==> src/spriteRot_cfg.svh <==
/* frame geometry, sprite counts and fixed-point settings of the sprite rotator */
`ifndef SPRITEROT_CFG_SVH
`define SPRITEROT_CFG_SVH

// frame and readout
`define FRAME_DIM 57
`define LINE_ADDR_W 6
`define PIX_W 6

// sprite made of square blocks
`define BLOCK_COUNT 26
`define BLOCK_SIDE 4
`define POINT_COUNT 416

// angle carries 10 fraction bits
`define ANGLE_W 13
`define COORD_W 16
`define COORD_FRAC 8

`define CORDIC_STAGES 12
`define X_OFFSET 27
`define Y_OFFSET 29
// 0.607253 with 8 fraction bits
`define CORDIC_GAIN_INV 155

`endif

==> src/spriteRotPkg.sv <==
/* pixel, point, coordinate, angle and line types plus the CORDIC arctangent table */
`default_nettype none

`include "spriteRot_cfg.svh"

package spriteRotPkg;

	typedef logic [`PIX_W-1:0] pixel_t;

	typedef struct packed {
		pixel_t x;
		pixel_t y;
	} point_t;

	typedef logic signed [`COORD_W-1:0] coord_t;
	typedef logic signed [`ANGLE_W-1:0] angle_t;
	typedef logic [`FRAME_DIM-1:0] line_t;

	// one CORDIC stage result
	typedef struct packed {
		coord_t x;
		coord_t y;
		angle_t z;
	} cordicStage_t;

	// atan(2^-k) with 10 fraction bits
	localparam angle_t ATAN_TABLE [`CORDIC_STAGES] = '{
		13'sd804, 13'sd475, 13'sd251, 13'sd127,
		13'sd64, 13'sd32, 13'sd16, 13'sd8,
		13'sd4, 13'sd2, 13'sd1, 13'sd0
	};

endpackage

`default_nettype wire

==> src/spritePointRom.sv <==
/* sprite block corners and the point stream of one run */
`default_nettype none
`timescale 1ns/1ns

`include "spriteRot_cfg.svh"

module spritePointRom (
	input wire logic clk,
	input wire logic reset,
	input wire logic start_i,
	output logic ptValid_o,
	output spriteRotPkg::point_t pt_o,
	output logic last_o
);
	import spriteRotPkg::*;

	localparam int PER_BLOCK = `POINT_COUNT / `BLOCK_COUNT;
	localparam int OFF_W = $clog2(PER_BLOCK);
	localparam int BLK_W = $clog2(`BLOCK_COUNT);

	// top-left corner of each block, x then y
	localparam point_t CORNERS [`BLOCK_COUNT] = '{
		'{6'd12, 6'd12}, '{6'd40, 6'd12}, '{6'd16, 6'd16}, '{6'd20, 6'd16},
		'{6'd32, 6'd16}, '{6'd36, 6'd16}, '{6'd20, 6'd20}, '{6'd24, 6'd20},
		'{6'd28, 6'd20}, '{6'd32, 6'd20}, '{6'd16, 6'd24}, '{6'd20, 6'd24},
		'{6'd32, 6'd24}, '{6'd36, 6'd24}, '{6'd20, 6'd28}, '{6'd32, 6'd28},
		'{6'd16, 6'd32}, '{6'd20, 6'd32}, '{6'd32, 6'd32}, '{6'd36, 6'd32},
		'{6'd20, 6'd36}, '{6'd24, 6'd36}, '{6'd28, 6'd36}, '{6'd32, 6'd36},
		'{6'd16, 6'd40}, '{6'd36, 6'd40}
	};

	logic [BLK_W-1:0] blk;
	logic [OFF_W-1:0] off;

	// column steps slowest inside a block, row fastest
	always_comb begin
		pt_o.x = CORNERS[blk].x + pixel_t'(off / `BLOCK_SIDE);
		pt_o.y = CORNERS[blk].y + pixel_t'(off % `BLOCK_SIDE);
	end

	assign last_o = ptValid_o && (blk == BLK_W'(`BLOCK_COUNT - 1))
		&& (off == OFF_W'(PER_BLOCK - 1));

	always_ff @(posedge clk) begin
		if (reset) begin
			ptValid_o <= 1'b0;
			blk <= '0;
			off <= '0;
		end else if (start_i) begin
			ptValid_o <= 1'b1;
			blk <= '0;
			off <= '0;
		end else if (ptValid_o) begin
			if (last_o) begin
				ptValid_o <= 1'b0;
			end else begin
				off <= off + 1'b1;
				if (off == OFF_W'(PER_BLOCK - 1))
					blk <= blk + 1'b1;
			end
		end
	end

	aNoRestart: assert property (@(posedge clk) disable iff (reset)
		start_i |-> !ptValid_o);

endmodule

`default_nettype wire

==> config.mk <==
export PLATFORM = sky130hd
export DESIGN_NAME = spritePointRom
export DESIGN_NICKNAME = d
export VERILOG_FILES = /design/src/spriteRotPkg.sv /design/src/spritePointRom.sv
export VERILOG_INCLUDE_DIRS = /design/src
export SDC_FILE = /design/constraint.sdc
export NUM_CORES = 1
export LEC_CHECK = 0
export ABC_AREA = 1
export BUFFER_PORTS_ARGS = -buffer_cell sky130_fd_sc_hd__clkbuf_2
export CORE_MARGIN = 4
export CORE_UTILIZATION = 53
export DETAILED_ROUTE_END_ITERATION = 6
export PLACE_DENSITY_LB_ADDON = 0.3
export SLEW_MARGIN = 20
export SYNTH_ARGS = -nofsm -noshare
export SYNTH_HDL_FRONTEND = slang
export SYNTH_SLANG_ARGS = --single-unit
==> constraint.sdc <==
create_clock -name clk -period 1.9 [get_ports clk]
set_clock_uncertainty 0.1 [all_clocks]
set_input_delay 0.19 -clock clk [delete_from_list [all_inputs] [get_ports clk]]
set_output_delay 0.19 -clock clk [all_outputs]
set_load 0.01 [all_outputs]
**Word level (Yosys, flattened, before mapping)**

Memories as Yosys holds them, arrays and structs flattened.
Index checks and enable logic that the tools add are counted.

- Memories: 1
- Output and inout port bits: 14
- Logic and storage cells: 23
- ROM bits: 384
- Flip-flop bits (word level): 10

Memories:

| name | words | bits a word | rd ports | clocked after memory_dff | wr ports | RTL line | source |
|---|---|---|---|---|---|---|---|
| (name not given) | 32 | 12 | 1 | 0 | 0 | spritePointRom.sv:38 | `` pt_o.y = CORNERS[blk].y + pixel_t'(off % `BLOCK_SIDE); `` |

- $add $sub $neg: 4
- Mux-type cells: 5
- Bitwise operators: 2
- Equality and inequality tests: 2
- $lt $le $gt $ge: 1
- Reduce and logical (&&, ||, !) cells: 5

Operators with widths:

| operator | number |
|---|---|
| $mux W12 | 2 |
| $add A6 B2 Y6 | 2 |
| $ge A6 B6 Y1 const B | 1 |
| $not A5 Y6 | 1 |
| $add A5 B1 Y5 const B | 1 |
| $eq A5 B5 Y1 const B | 1 |
| $add A4 B1 Y4 const B | 1 |
| $eq A4 B4 Y1 const B | 1 |
| $mux W1 | 3 |
| $reduce_and A3 Y1 | 1 |
| $logic_and A1 B1 Y1 | 2 |
| $reduce_and A2 Y1 | 1 |
| $reduce_or A2 Y1 | 1 |
| $not A1 Y1 | 1 |

**Longest topological paths before layout**

- Depth after elaboration: 6
- Depth in mapped cells: 8
- Mapped depth without buffers: 8

**Worst setup path before layout**

Ideal clock, no wire load.

- Path kind: flip-flop to output port
- Start: register blk[0]
- End: output port pt_o[8] (netlist bit)
- Path buffers: 0
- Data arrival time: 1221 ps
- Cell stages (with the launch flop): 7
- Path slack: 389 ps
- Required time: 1610 ps
- Path through: dfxtp_1 -> inv_1 -> ha_1 -> inv_1 -> a21oi_1 -> o21ai_0 -> o21ai_0

RTL lines:

| what | RTL line | source |
|---|---|---|
| start: declaration | spritePointRom.sv:32 | `logic [BLK_W-1:0] blk;` |
| start signal: assignment | spritePointRom.sv:59 | `blk <= blk + 1'b1;` |
| end: declaration | spritePointRom.sv:12 | `output spriteRotPkg::point_t pt_o,` |

==> summary.md <==
| Metric | Value |
|---|---|
| Run status | `complete, but fails checks` |
| Failing checks | `negative setup slack` |
| Pin count of the biggest net entering global routing | `12` |
| PD cells | `between 300 and 400 mW/mm^2` |
| Synthesized flop and latch total | `10` |
| Met2 WL post-DR | `between 1000 and 1500 um` |
| CP max FO | `6` |
| Dpl cells | `about 160` |
| Fmax | `~520 MHz` |
| Initial antenna violation count | `0` |
| DR WL met3 | `about 160 um` |
| Commonest non-fill, non-tap cell in the layout | `nand2_1` |
| Slew Limit Headroom | `0.819` |
| Worst Hold Class | `input port to flip-flop` |
| Clock Tree Buf Depth | `2` |
| Worst-Margin Slew | `~270 ps` |
| First-pass GRT wire length | `roughly 3300 um` |
| GR Util All Layers | `0.164` |
| TritonCTS clock tree | `built` |
| Row count | `14` |
| Diodes inserted | `0` |
| Final hold vios | `0` |
| GRT Residual Overflow | `0` |
| Die extent in x | `about 49 um` |
| Top Metal Used | `met4` |
| Synthesized area | `873 um^2` |
| Number of global-route vias before repair | `795` |
| Root buffer cell | `clkbuf_4` |
| H-tree depth | `1` |
| Total Wirelength | `2250 um` |
| Worst path required time | `between 1500 and 2000 ps` |
| Fin cells | `165` |
| Iter 0 DRT Violations | `33` |
| VDD IR-drop max | `between 0.0003 and 0.0004 V` |
| MaxCap Viol Count | `0` |
| Mapped Cells | `between 100 and 150` |
| Most frequent cells in the layout | `nand2_1 (33), inv_1 (13), a21oi_1 (13), clkbuf_2 (13), ha_1 (10)` |
| Clk sink count | `10` |
| WL per Instance | `approximately 14 um` |
| Starting density of the core | `0.573` |
| M1 WL | `roughly 960 um` |
| Worst-skew pair later-pin latency | `260 ps` |
| Worst Setup Path Type | `flip-flop to output port` |
| Final nets | `~170` |
| Element type at the critical path start | `flip-flop` |
| Arr. time, crit path | `about 1600 ps` |
| Final ANT Viol Nets | `0` |
| Lkg Pwr | `a little over 0.5 nW` |
| Syn_nets | `around 140` |
| Via count | `918` |
| Fin. max-slew vios | `0` |
| DR vias/cell | `between 5 and 6` |
| Setup ws final | `-31.9 ps` |
| Period utilisation layout | `1.02` |
| First-pass DRT Iterations | `4` |
| Die area | `0.00236 mm^2` |
| Avg Cell Area, Syn | `roughly 7 um^2` |
| Pre-CTS setup slack | `138 ps` |
| Yosys warning count | `0` |
| Final Setup Violations | `2` |
| Tmin final | `roughly 1900 ps` |
| Detailed placement HPWL | `around 1500 um` |
| Filler Cell Count | `about 110` |
| # DRC | `0` |
| Routability cong. | `approximately 0.90` |
| IO Count | `17` |
| Core area | `approximately 0.0015 mm^2` |
| Num CTS Buffers | `3` |
| Crit end category | `output port` |
| Area Growth Syn to Fin | `22.9%` |
| RSZ-0062 raised after global routing | `true` |
| Die Height | `~50 um` |
| Share of layout cells above drive strength 1 | `0.295` |
| Sequential cell area fraction in the yosys report | `0.229` |
| Synth unique cells | `21` |
| PortBufs | `16` |
| Clock transition at path regs | `around 60 ps` |
==> stage by stage <==
stage	hold WS (ps)	total power [W]	instance area, um^2	util	setup TNS, ps
floorplan	159	0.000237	873	-	0
global placement	262	0.000244	967	0.635	0
detailed placement	267	0.000245	967	0.635	0
CTS	50.1	0.000386	1010	0.661	0
global route	49.1	0.000406	1070	0.704	-335
finish	53.2	0.000381	1070	0.704	-57.1
==> routing by layer <==
| layer | global-route usage | vias up |
|---|---|---|
| met1 | 0.209 | 415 |
| met5 | 0 | - |
| met2 | 0.263 | 40 |
| met4 | 0.0807 | 0 |
| li1 | - | 458 |
| met3 | 0.0307 | 5 |
==> report_power, final <==
part	leakage (nW)	internal, W	switching (W)
clock	0.0138	0.0000730	0.0000686
combinational	0.411	0.0000107	0.0000161
sequential	0.0830	0.000210	0.00000284
total	0.508	0.000293	0.0000876
==> worst max-delay path, stage by stage (launching register included) <==
cell,delay (ps)
dfxtp_4,390
clkinvlp_4,180
ha_4,320
inv_1,60
o21ai_0,230
buf_2,190
==> registers in the layout, indices dropped and copies added, names as in the netlist <==
signal	count
ptValid_o	1
off	4
blk	5
==> cell type report <==
class	instances	area [um^2]	area share
timing repair buffer	26	158	0.147
sequential	10	209	0.195
tap	16	20.0	0.0186
multi-input combinational	94	597	0.556
clock buffer	3	22.5	0.0210
inverter	16	67.6	0.0629
==> path summary, 6_finish.rpt <==
check / depth (start not counted) / from / slack, ps / end
max reg2reg: 7 / blk[1]$_SDFFE_PP0P_ / 340 / blk[1]$_SDFFE_PP0P_
max: 5 / blk[1]$_SDFFE_PP0P_ / -30 / pt_o[9]
min: 3 / start_i / 50 / ptValid_o$_SDFF_PP0_
min reg2reg: 2 / off[1]$_SDFFE_PP0P_ / 410 / off[1]$_SDFFE_PP0P_
==> kinds of logic after synthesis <==
family / synth area share
DFF: 0.229
xor gates and xnor gates: 0.0301
AOI/OAI and AO/OA: 0.153
and+or+nand+nor: 0.319
buffers and inverters: 0.110
adders and majority gates: 0.158
==> synthesized netlist by cell type (all sizes together) <==
library cell / count / area [um^2]
nand4: 3 / 18.8
o211ai: 1 / 7.51
nand2: 35 / 141
buf: 5 / 36.3
a21oi: 15 / 75.1
inv: 16 / 60.1
a31oi: 1 / 6.26
ha: 11 / 138
nand3: 10 / 75.1
dfxtp: 10 / 200
xor2: 3 / 26.3
nor2: 6 / 43.8
o21ai: 9 / 45.0
==> timing repair <==
item                                   4_1_cts  5_1_grt
setup endpoints to repair                    4        5
endpoints found under the hold margin        1        0
hold buffers                                 1        0
setup buffers                                0        5
resized for setup                            4       13
pin swaps                                    0        1
Power figures use the tool's default switching activity.
