## config.mk

```make
export PLATFORM = sky130hd
export DESIGN_NAME = cordicRotator
export DESIGN_NICKNAME = d
export VERILOG_FILES = /design/src/spriteRotPkg.sv /design/src/cordicRotator.sv
export VERILOG_INCLUDE_DIRS = /design/src
export SDC_FILE = /design/constraint.sdc
export NUM_CORES = 2
export LEC_CHECK = 0
export ABC_CLOCK_PERIOD_IN_PS = 8550
export BUFFER_PORTS_ARGS = -buffer_cell sky130_fd_sc_hd__buf_2
export CORE_MARGIN = 2
export CORE_UTILIZATION = 45
export DETAILED_ROUTE_END_ITERATION = 10
export HOLD_SLACK_MARGIN = 0.1
export PLACE_DENSITY = 0.58
export SETUP_SLACK_MARGIN = 0.5
export SYNTH_ARGS = -nofsm -noshare
export SYNTH_HDL_FRONTEND = slang
export SYNTH_SLANG_ARGS = --single-unit
```

## constraint.sdc

```tcl
create_clock -name clk -period 8.55 [get_ports clk]
set_input_delay 1.71 -clock clk [delete_from_list [all_inputs] [get_ports clk]]
set_output_delay 1.71 -clock clk [all_outputs]
set_load 0.02 [all_outputs]
```

## src/spriteRot_cfg.svh

```systemverilog
/* frame geometry, sprite counts and fixed-point settings of the sprite rotator */
`ifndef SPRITEROT_CFG_SVH
`define SPRITEROT_CFG_SVH

// frame and readout
`define FRAME_DIM 57
`define LINE_ADDR_W 6
`define PIX_W 6

// sprite made of square blocks
`define BLOCK_COUNT 26
`define BLOCK_SIDE 4
`define POINT_COUNT 416

// angle carries 10 fraction bits
`define ANGLE_W 13
`define COORD_W 16
`define COORD_FRAC 8

`define CORDIC_STAGES 12
`define X_OFFSET 27
`define Y_OFFSET 29
// 0.607253 with 8 fraction bits
`define CORDIC_GAIN_INV 155

`endif

```

## src/spriteRotPkg.sv

```systemverilog
/* pixel, point, coordinate, angle and line types plus the CORDIC arctangent table */
`default_nettype none

`include "spriteRot_cfg.svh"

package spriteRotPkg;

	typedef logic [`PIX_W-1:0] pixel_t;

	typedef struct packed {
		pixel_t x;
		pixel_t y;
	} point_t;

	typedef logic signed [`COORD_W-1:0] coord_t;
	typedef logic signed [`ANGLE_W-1:0] angle_t;
	typedef logic [`FRAME_DIM-1:0] line_t;

	// one CORDIC stage result
	typedef struct packed {
		coord_t x;
		coord_t y;
		angle_t z;
	} cordicStage_t;

	// atan(2^-k) with 10 fraction bits
	localparam angle_t ATAN_TABLE [`CORDIC_STAGES] = '{
		13'sd804, 13'sd475, 13'sd251, 13'sd127,
		13'sd64, 13'sd32, 13'sd16, 13'sd8,
		13'sd4, 13'sd2, 13'sd1, 13'sd0
	};

endpackage

`default_nettype wire

```

## src/cordicRotator.sv

```systemverilog
/* pipelined CORDIC rotation of frame points about the centre, with gain
   compensation, rounding to whole pixels and a frame range check */
`default_nettype none
`timescale 1ns/1ns

`include "spriteRot_cfg.svh"

module cordicRotator (
	input wire logic clk,
	input wire logic reset,
	input wire spriteRotPkg::angle_t theta_i,
	input wire logic inValid_i,
	input wire spriteRotPkg::point_t in_i,
	output logic outValid_o,
	output spriteRotPkg::point_t out_o
);
	import spriteRotPkg::*;

	localparam int N = `CORDIC_STAGES;

	// stage[0] is the centred input, stage[k+1] follows iteration k
	cordicStage_t stage [0:N];
	cordicStage_t iterOut [N];
	cordicStage_t centred;
	logic [N:0] valid;

	int pixX;
	int pixY;
	logic inFrame;

	// gain compensation and round half up to an integer
	function automatic int descale(input coord_t c);
		int prod;
		int scaled;
		prod = int'(c) * `CORDIC_GAIN_INV;
		scaled = prod >>> `COORD_FRAC;
		return (scaled + (1 <<< (`COORD_FRAC - 1))) >>> `COORD_FRAC;
	endfunction

	// move origin to frame centre
	always_comb begin
		centred.x = coord_t'((int'(in_i.x) - `X_OFFSET) <<< `COORD_FRAC);
		centred.y = coord_t'((int'(in_i.y) - `Y_OFFSET) <<< `COORD_FRAC);
		centred.z = theta_i;
	end

	for (genvar k = 0; k < N; k++) begin : gIter
		coord_t xShift;
		coord_t yShift;
		logic neg;

		assign xShift = $signed(stage[k].x) >>> k;
		assign yShift = $signed(stage[k].y) >>> k;
		assign neg = stage[k].z[`ANGLE_W-1];

		// drive the residual angle towards zero
		assign iterOut[k].x = neg ? stage[k].x + yShift : stage[k].x - yShift;
		assign iterOut[k].y = neg ? stage[k].y - xShift : stage[k].y + xShift;
		assign iterOut[k].z = neg ? stage[k].z + ATAN_TABLE[k] : stage[k].z - ATAN_TABLE[k];
	end

	always_ff @(posedge clk) begin
		stage[0] <= centred;
		for (int k = 0; k < N; k++)
			stage[k + 1] <= iterOut[k];
	end

	// back to frame coordinates
	assign pixX = descale(stage[N].x) + `X_OFFSET;
	assign pixY = descale(stage[N].y) + `Y_OFFSET;
	assign inFrame = (pixX >= 0) && (pixX < `FRAME_DIM) && (pixY >= 0) && (pixY < `FRAME_DIM);

	always_ff @(posedge clk) begin
		out_o.x <= pixel_t'(pixX);
		out_o.y <= pixel_t'(pixY);
	end

	always_ff @(posedge clk) begin
		if (reset) begin
			valid <= '0;
			outValid_o <= 1'b0;
		end else begin
			valid <= {valid[N-1:0], inValid_i};
			// points that land off the frame are dropped here
			outValid_o <= valid[N] && inFrame;
		end
	end

	// an angle inside the table's reach leaves at most one LSB behind
	aResidual: assert property (@(posedge clk) disable iff (reset)
		valid[N] |-> (stage[N].z <= 1) && (stage[N].z >= -1));

endmodule

`default_nettype wire

```

### Word-level counts from Yosys, hierarchy flattened

Memory sizes are Yosys's and may differ from the RTL's.
Index checks and enable logic that the tools add are counted.

| word-level totals | value |
|---|---|
| memories | 1 |
| memory bits (writable) | 585 |
| bits of input ports | 28 |
| word-level logic and storage cells | 125 |
| flip-flop bits (word level) | 26 |
| output and inout bits | 13 |

| operators by class | value |
|---|---|
| $add $sub $neg | 75 |
| multiplexer cells | 35 |
| reduce and logical (&&, ||, !) cells | 4 |
| $mul | 2 |
| magnitude comparators | 4 |

Memory list:

| memory | words | width | rd ports | clocked after memory_dff | write ports | RTL line | RTL |
|---|---|---|---|---|---|---|---|
| stage | 13 | 45 | 13 | 0 | 13 | cordicRotator.sv:22 | `cordicStage_t stage [0:N];` |

Operator list:

| operator | count |
|---|---|
| $mux W16 | 24 |
| $mux W13 | 11 |
| $ge A32 B1 Y1 const B | 2 |
| $lt A32 B7 Y1 const B | 2 |
| $mul A16 B9 Y25 const B | 2 |
| $add A17 B9 Y18 const B | 2 |
| $add A16 B10 Y16 | 2 |
| $add A16 B11 Y16 | 2 |
| $add A16 B12 Y16 | 2 |
| $add A16 B13 Y16 | 2 |
| $add A16 B14 Y16 | 2 |
| $add A16 B15 Y16 | 2 |
| $add A16 B5 Y16 | 2 |
| $add A16 B6 Y16 | 2 |
| $add A16 B7 Y16 | 2 |
| $add A16 B8 Y16 | 2 |
| $add A16 B9 Y16 | 2 |
| $sub A16 B10 Y16 | 2 |
| $sub A16 B11 Y16 | 2 |
| $sub A16 B12 Y16 | 2 |
| $sub A16 B13 Y16 | 2 |
| $sub A16 B14 Y16 | 2 |
| $sub A16 B15 Y16 | 2 |
| $sub A16 B16 Y16 | 2 |
| 29 further kinds | 41 |

### Depth between registers and ports, before layout

An unclocked memory read counts as a cell.

| logic depth | value |
|---|---|
| depth in word-level cells | 9 |
| depth in mapped cells | 26 |
| mapped depth without buffers | 24 |

### Least setup slack after synthesis

No wires, ideal clock.

| timing path | value |
|---|---|
| kind | register -> register |
| start | memory stage[3][43] (netlist name) |
| end | register outValid_o |
| clock period less this slack | 6.029 ns |
| library setup time | 0.131 ns |
| data required time | 8.419 ns |
| buffers on the path | 2 |
| cell stages (with the launch flop) | 25 |
| arrival time | 5.898 ns |
| setup slack | 2.521 ns |
| path through | dfxtp_1 inv_1 ha_1 fa_1 inv_1 fa_1 inv_1 fa_1 inv_1 ha_1 clkbuf_1 and3_1 and4_1 a32o_1 or4_1 and2_1 ha_1 clkbuf_1 xnor2_1 ha_1 o32ai_1 a221oi_1 or4_1 a41oi_1 a2111oi_2 |

RTL lines:

| what | RTL line | RTL |
|---|---|---|
| start, declared | cordicRotator.sv:22 |  |
| end signal, assigned | cordicRotator.sv:85 | `outValid_o <= valid[N] && inFrame;` |
| end, declared | cordicRotator.sv:14 | `output logic outValid_o,` |

==> run summary <==
The run finished with clean final reports. The clock latency at the later pin of the worst-skew pair came out at 630 ps. The number of antenna violations at the first check in global routing was 0. After layout, the minimum clock period comes to 6499 ps. The highest clock frequency the design can meet was 153.9 MHz; the worst-path maximum fanout was 9. The number of antenna diodes in the final layout is 0. The final net count was 4743; the top cell type's share of synthesized area was 0.2883. The initial core utilization came out at 0.4556. In the synthesized netlist the dominant register cell turns out to be sky130_fd_sc_hd__dfxtp_1.

Counting instances in the post-synthesis netlist gives the leading cell types as sky130_fd_sc_hd__ha_1 (570), sky130_fd_sc_hd__dfxtp_1 (520), sky130_fd_sc_hd__inv_1 (496). The first detailed-routing pass ran for 5 iterations. The fraction of final layout cells sized beyond drive strength 1 was 0.04578; the core box area was 79260 um^2.

Setup repair after global routing left no endpoint under its margin. Number of synthesized register bits: 520. The first global-routing pass estimated 119.9 mm of wire. 41 I/O pins were placed. Prior to clock tree synthesis, the placed netlist has a worst setup slack of 2094 ps. Adding up every negative setup slack in the final design gives 0 ps. At the end of routability-driven placement, the weighted congestion stood at 0.8261. The final setup slack of the worst path was 2052 ps; the per-cell routed wire length was 13.86 um.

The placement row count is 103, and the post-synthesis area per instance is 9.094 um^2. The synthesized design contains 0 enable-type register cells. The worst setup path is captured at a flop. The wire-length estimate of the detail-placed layout is 58.00 mm. The share of synthesized registers carrying an async set or reset was 0. The biggest area contributor in the post-synthesis netlist is sky130_fd_sc_hd__dfxtp_1. Global routing finished with a remaining overflow of 0. The area growth from synthesis to layout is 10.04%. In this run the cell area of the synthesized design comes to 36110 um^2.

Across the run, the number of max-cap violations was 0. The via count of the first global-routing pass was 25.27k. The logs give 0 for the number of warnings reported in the yosys synthesis log and 0.5014 for the final core utilization. In this run the horizontal extent of the chip is 287.3 um. The number of endpoints with negative hold slack in the final report is 0.

Counting every net in the synthesized netlist gives 4678. In this run the critical register-to-register path is captured at outValid_o. For the slack of the worst reg-to-reg path, the log shows 2050 ps.

After technology mapping, the gate count stands at 3971. After clock tree synthesis, the repair step resized 0 gates. The tree is rooted in a sky130_fd_sc_hd__clkbuf_16. The layout has 7544 filler cells.

The slew at the pin closest to its max-slew limit is 1030 ps. The final critical-path share of the clock period was 0.7601. Clock skew on the completed layout was measured at 27.44 ps.

The source of the worst register-to-register timing path is stage[3][43]. The logs give 0.2883 for the sequential element share of the synthesized area and 929 for the DRC marker count from the first detailed-route iteration. In this run the worst hold path is classified as reg2reg. STA classifies the critical path startpoint as a flop. TritonCTS built the clock tree. The signal arrival time at the worst endpoint was 6960 ps; the H-tree depth reported by CTS was 2. After clock tree synthesis, the clock-pin slew on the worst setup and hold paths is 70 ps. Following the worst setup path forward leads to its endpoint at outValid_o. Setup violations remaining at the end of the flow were counted as 0. Buffers added to address setup during post-CTS repair amount to 0. The maximum number of buffers from clock root to sink came out at 3.

The tools report the overall global routing resource usage as 0.1735. The floorplan die area was 82530 um^2. The startpoint-to-endpoint class of the critical path is reg2reg. Detailed routing inserted a total of 25.71k vias. The number of distinct standard cells referenced by the synthesized netlist is 77. Yosys attributes the largest share of cell area to sky130_fd_sc_hd__dfxtp_1 (29%), sky130_fd_sc_hd__ha_1 (20%), sky130_fd_sc_hd__xnor2_1 (9.0%), sky130_fd_sc_hd__fa_1 (6.0%), sky130_fd_sc_hd__a21oi_1 (5.3%).

Wires add up to 71.19 mm. The tools report the total count of max-transition violations in the final report as 0. The residual DRC count was 0. In the routed layout, each cell is associated on average with a via count of 5.006.

The number of port buffers was 40. In this run the worst setup path begins at stage[3][43]. STA puts the critical path data required time at 9020 ps. The TritonCTS sink count is 520, and the relative slew slack is 0.3037. The remaining antenna violation count after routing was 0. The number of buffers created by CTS was 59. Entering global routing, the biggest net connects 30 pins. From bottom edge to top edge, the die measures 287.3 um.

The most used standard cell by instance count after synthesis is sky130_fd_sc_hd__ha_1. Number of hold buffers added after cts: 0. The depth of the worst register-to-register path came out at 22.
## worst min path at each step
| stage | endpoint | cells past startpoint | start | slack, ps |
|---|---|---|---|---|
| floorplan | stage[0][45] | 0 | stage[0][0] | 310 |
| global placement | stage[1][136] | 0 | stage[1][91] | 310 |
| detailed placement | stage[2][46] | 0 | stage[2][1] | 310 |
| CTS | stage[2][46] | 0 | stage[2][1] | 330 |
| global route | stage[1][93] | 0 | stage[1][48] | 330 |
| finish | stage[1][136] | 0 | stage[1][91] | 330 |
## routing by layer
| metal | global-route usage | vias to the layer above | wire (um) |
|---|---|---|---|
| li1 | - | 13620 | - |
| met1 | 0.2203 | 11760 | 33510 |
| met2 | 0.3078 | 236 | 34110 |
| met3 | 0.02325 | 93 | 1999 |
| met4 | 0.04596 | 0 | 1560 |
| met5 | 0 | - | 0 |
## cell families (layout without fill, tap and decap cells)
kind of cell,after synthesis,in the layout,synth area share
AOI/OAI and AO/OA,922,922,0.1575
buffers and inverters,546,660,0.05675
and+or+nand+nor,730,730,0.09746
adders and majority gates,679,679,0.2579
muxes,46,46,0.01324
xor gates and xnor gates,528,528,0.1288
DFF,520,520,0.2883
## flip-flops by register name, indices dropped and copies added, names as in the netlist
name        cells
out_o          12
outValid_o      1
stage         494
valid          13
## worst max-delay path: stages, from the launching register on
cell	delay, ps
sky130_fd_sc_hd__dfxtp_1	360
sky130_fd_sc_hd__inv_1	50
sky130_fd_sc_hd__ha_1	330
sky130_fd_sc_hd__fa_1	510
sky130_fd_sc_hd__inv_1	50
sky130_fd_sc_hd__fa_1	480
sky130_fd_sc_hd__inv_1	60
sky130_fd_sc_hd__fa_1	530
sky130_fd_sc_hd__inv_1	40
sky130_fd_sc_hd__ha_1	390
sky130_fd_sc_hd__and3_1	230
sky130_fd_sc_hd__and4_1	210
sky130_fd_sc_hd__a32o_1	270
sky130_fd_sc_hd__or4_1	500
sky130_fd_sc_hd__and2_1	190
sky130_fd_sc_hd__ha_1	460
sky130_fd_sc_hd__inv_1	150
sky130_fd_sc_hd__ha_1	320
sky130_fd_sc_hd__o32ai_1	300
sky130_fd_sc_hd__a221oi_1	140
sky130_fd_sc_hd__or4_1	440
sky130_fd_sc_hd__a41oi_1	270
sky130_fd_sc_hd__a2111oi_2	60
## metrics by stage
step | cells | hold slack (ps) | cell area, um^2
floorplan | 3971 | 309.6 | 36110
detailed placement | 5025 | 312.1 | 37530
finish | 5135 | 325.7 | 39740
global placement | 5025 | 309.8 | 37530
CTS | 5135 | 326.2 | 39740
global route | 5135 | 330.6 | 39740
## placed cells by master, fill, tap and decap left out, types with 12 or more instances in the layout
master	netlist	layout
sky130_fd_sc_hd__nand2b_1	31	31
sky130_fd_sc_hd__o21a_1	28	28
sky130_fd_sc_hd__a21o_1	98	98
sky130_fd_sc_hd__xor2_1	154	154
sky130_fd_sc_hd__mux2i_1	32	32
sky130_fd_sc_hd__dfxtp_1	520	520
sky130_fd_sc_hd__and2_1	13	13
sky130_fd_sc_hd__clkbuf_16	0	59
sky130_fd_sc_hd__mux2_2	14	14
sky130_fd_sc_hd__nand3_1	32	32
sky130_fd_sc_hd__nor2b_1	55	55
sky130_fd_sc_hd__a211oi_1	16	16
sky130_fd_sc_hd__inv_1	496	496
sky130_fd_sc_hd__nand2_1	133	133
sky130_fd_sc_hd__a31oi_1	19	19
sky130_fd_sc_hd__nor2_1	272	272
sky130_fd_sc_hd__o21ai_0	150	150
sky130_fd_sc_hd__a21boi_0	27	27
sky130_fd_sc_hd__bufinv_16	0	14
sky130_fd_sc_hd__o21bai_1	118	118
sky130_fd_sc_hd__ha_1	570	570
sky130_fd_sc_hd__a21oi_1	386	386
sky130_fd_sc_hd__nor4_1	19	19
sky130_fd_sc_hd__clkbuf_1	44	12
sky130_fd_sc_hd__and3_1	20	20
sky130_fd_sc_hd__fa_1	109	109
sky130_fd_sc_hd__nor3_1	83	83
sky130_fd_sc_hd__buf_2	0	40
sky130_fd_sc_hd__or3_1	15	15
sky130_fd_sc_hd__xnor2_1	372	372
## area by class of cell
class	count	area [um^2]	share of cell area
Sequential cell	520	10410	0.2620
Timing Repair Buffer	50	275.3	0.006927
Multi-Input combinational cell	2905	23650	0.5952
Clock buffer	81	1659	0.04175
Clock inverter	29	551.8	0.01388
Tap cell	1050	1314	0.03306
Inverter	500	1877	0.04723
Power is left out: the tool's default activity adds up to more than one toggle a clock period on the data nets, which glitch-free logic cannot reach.
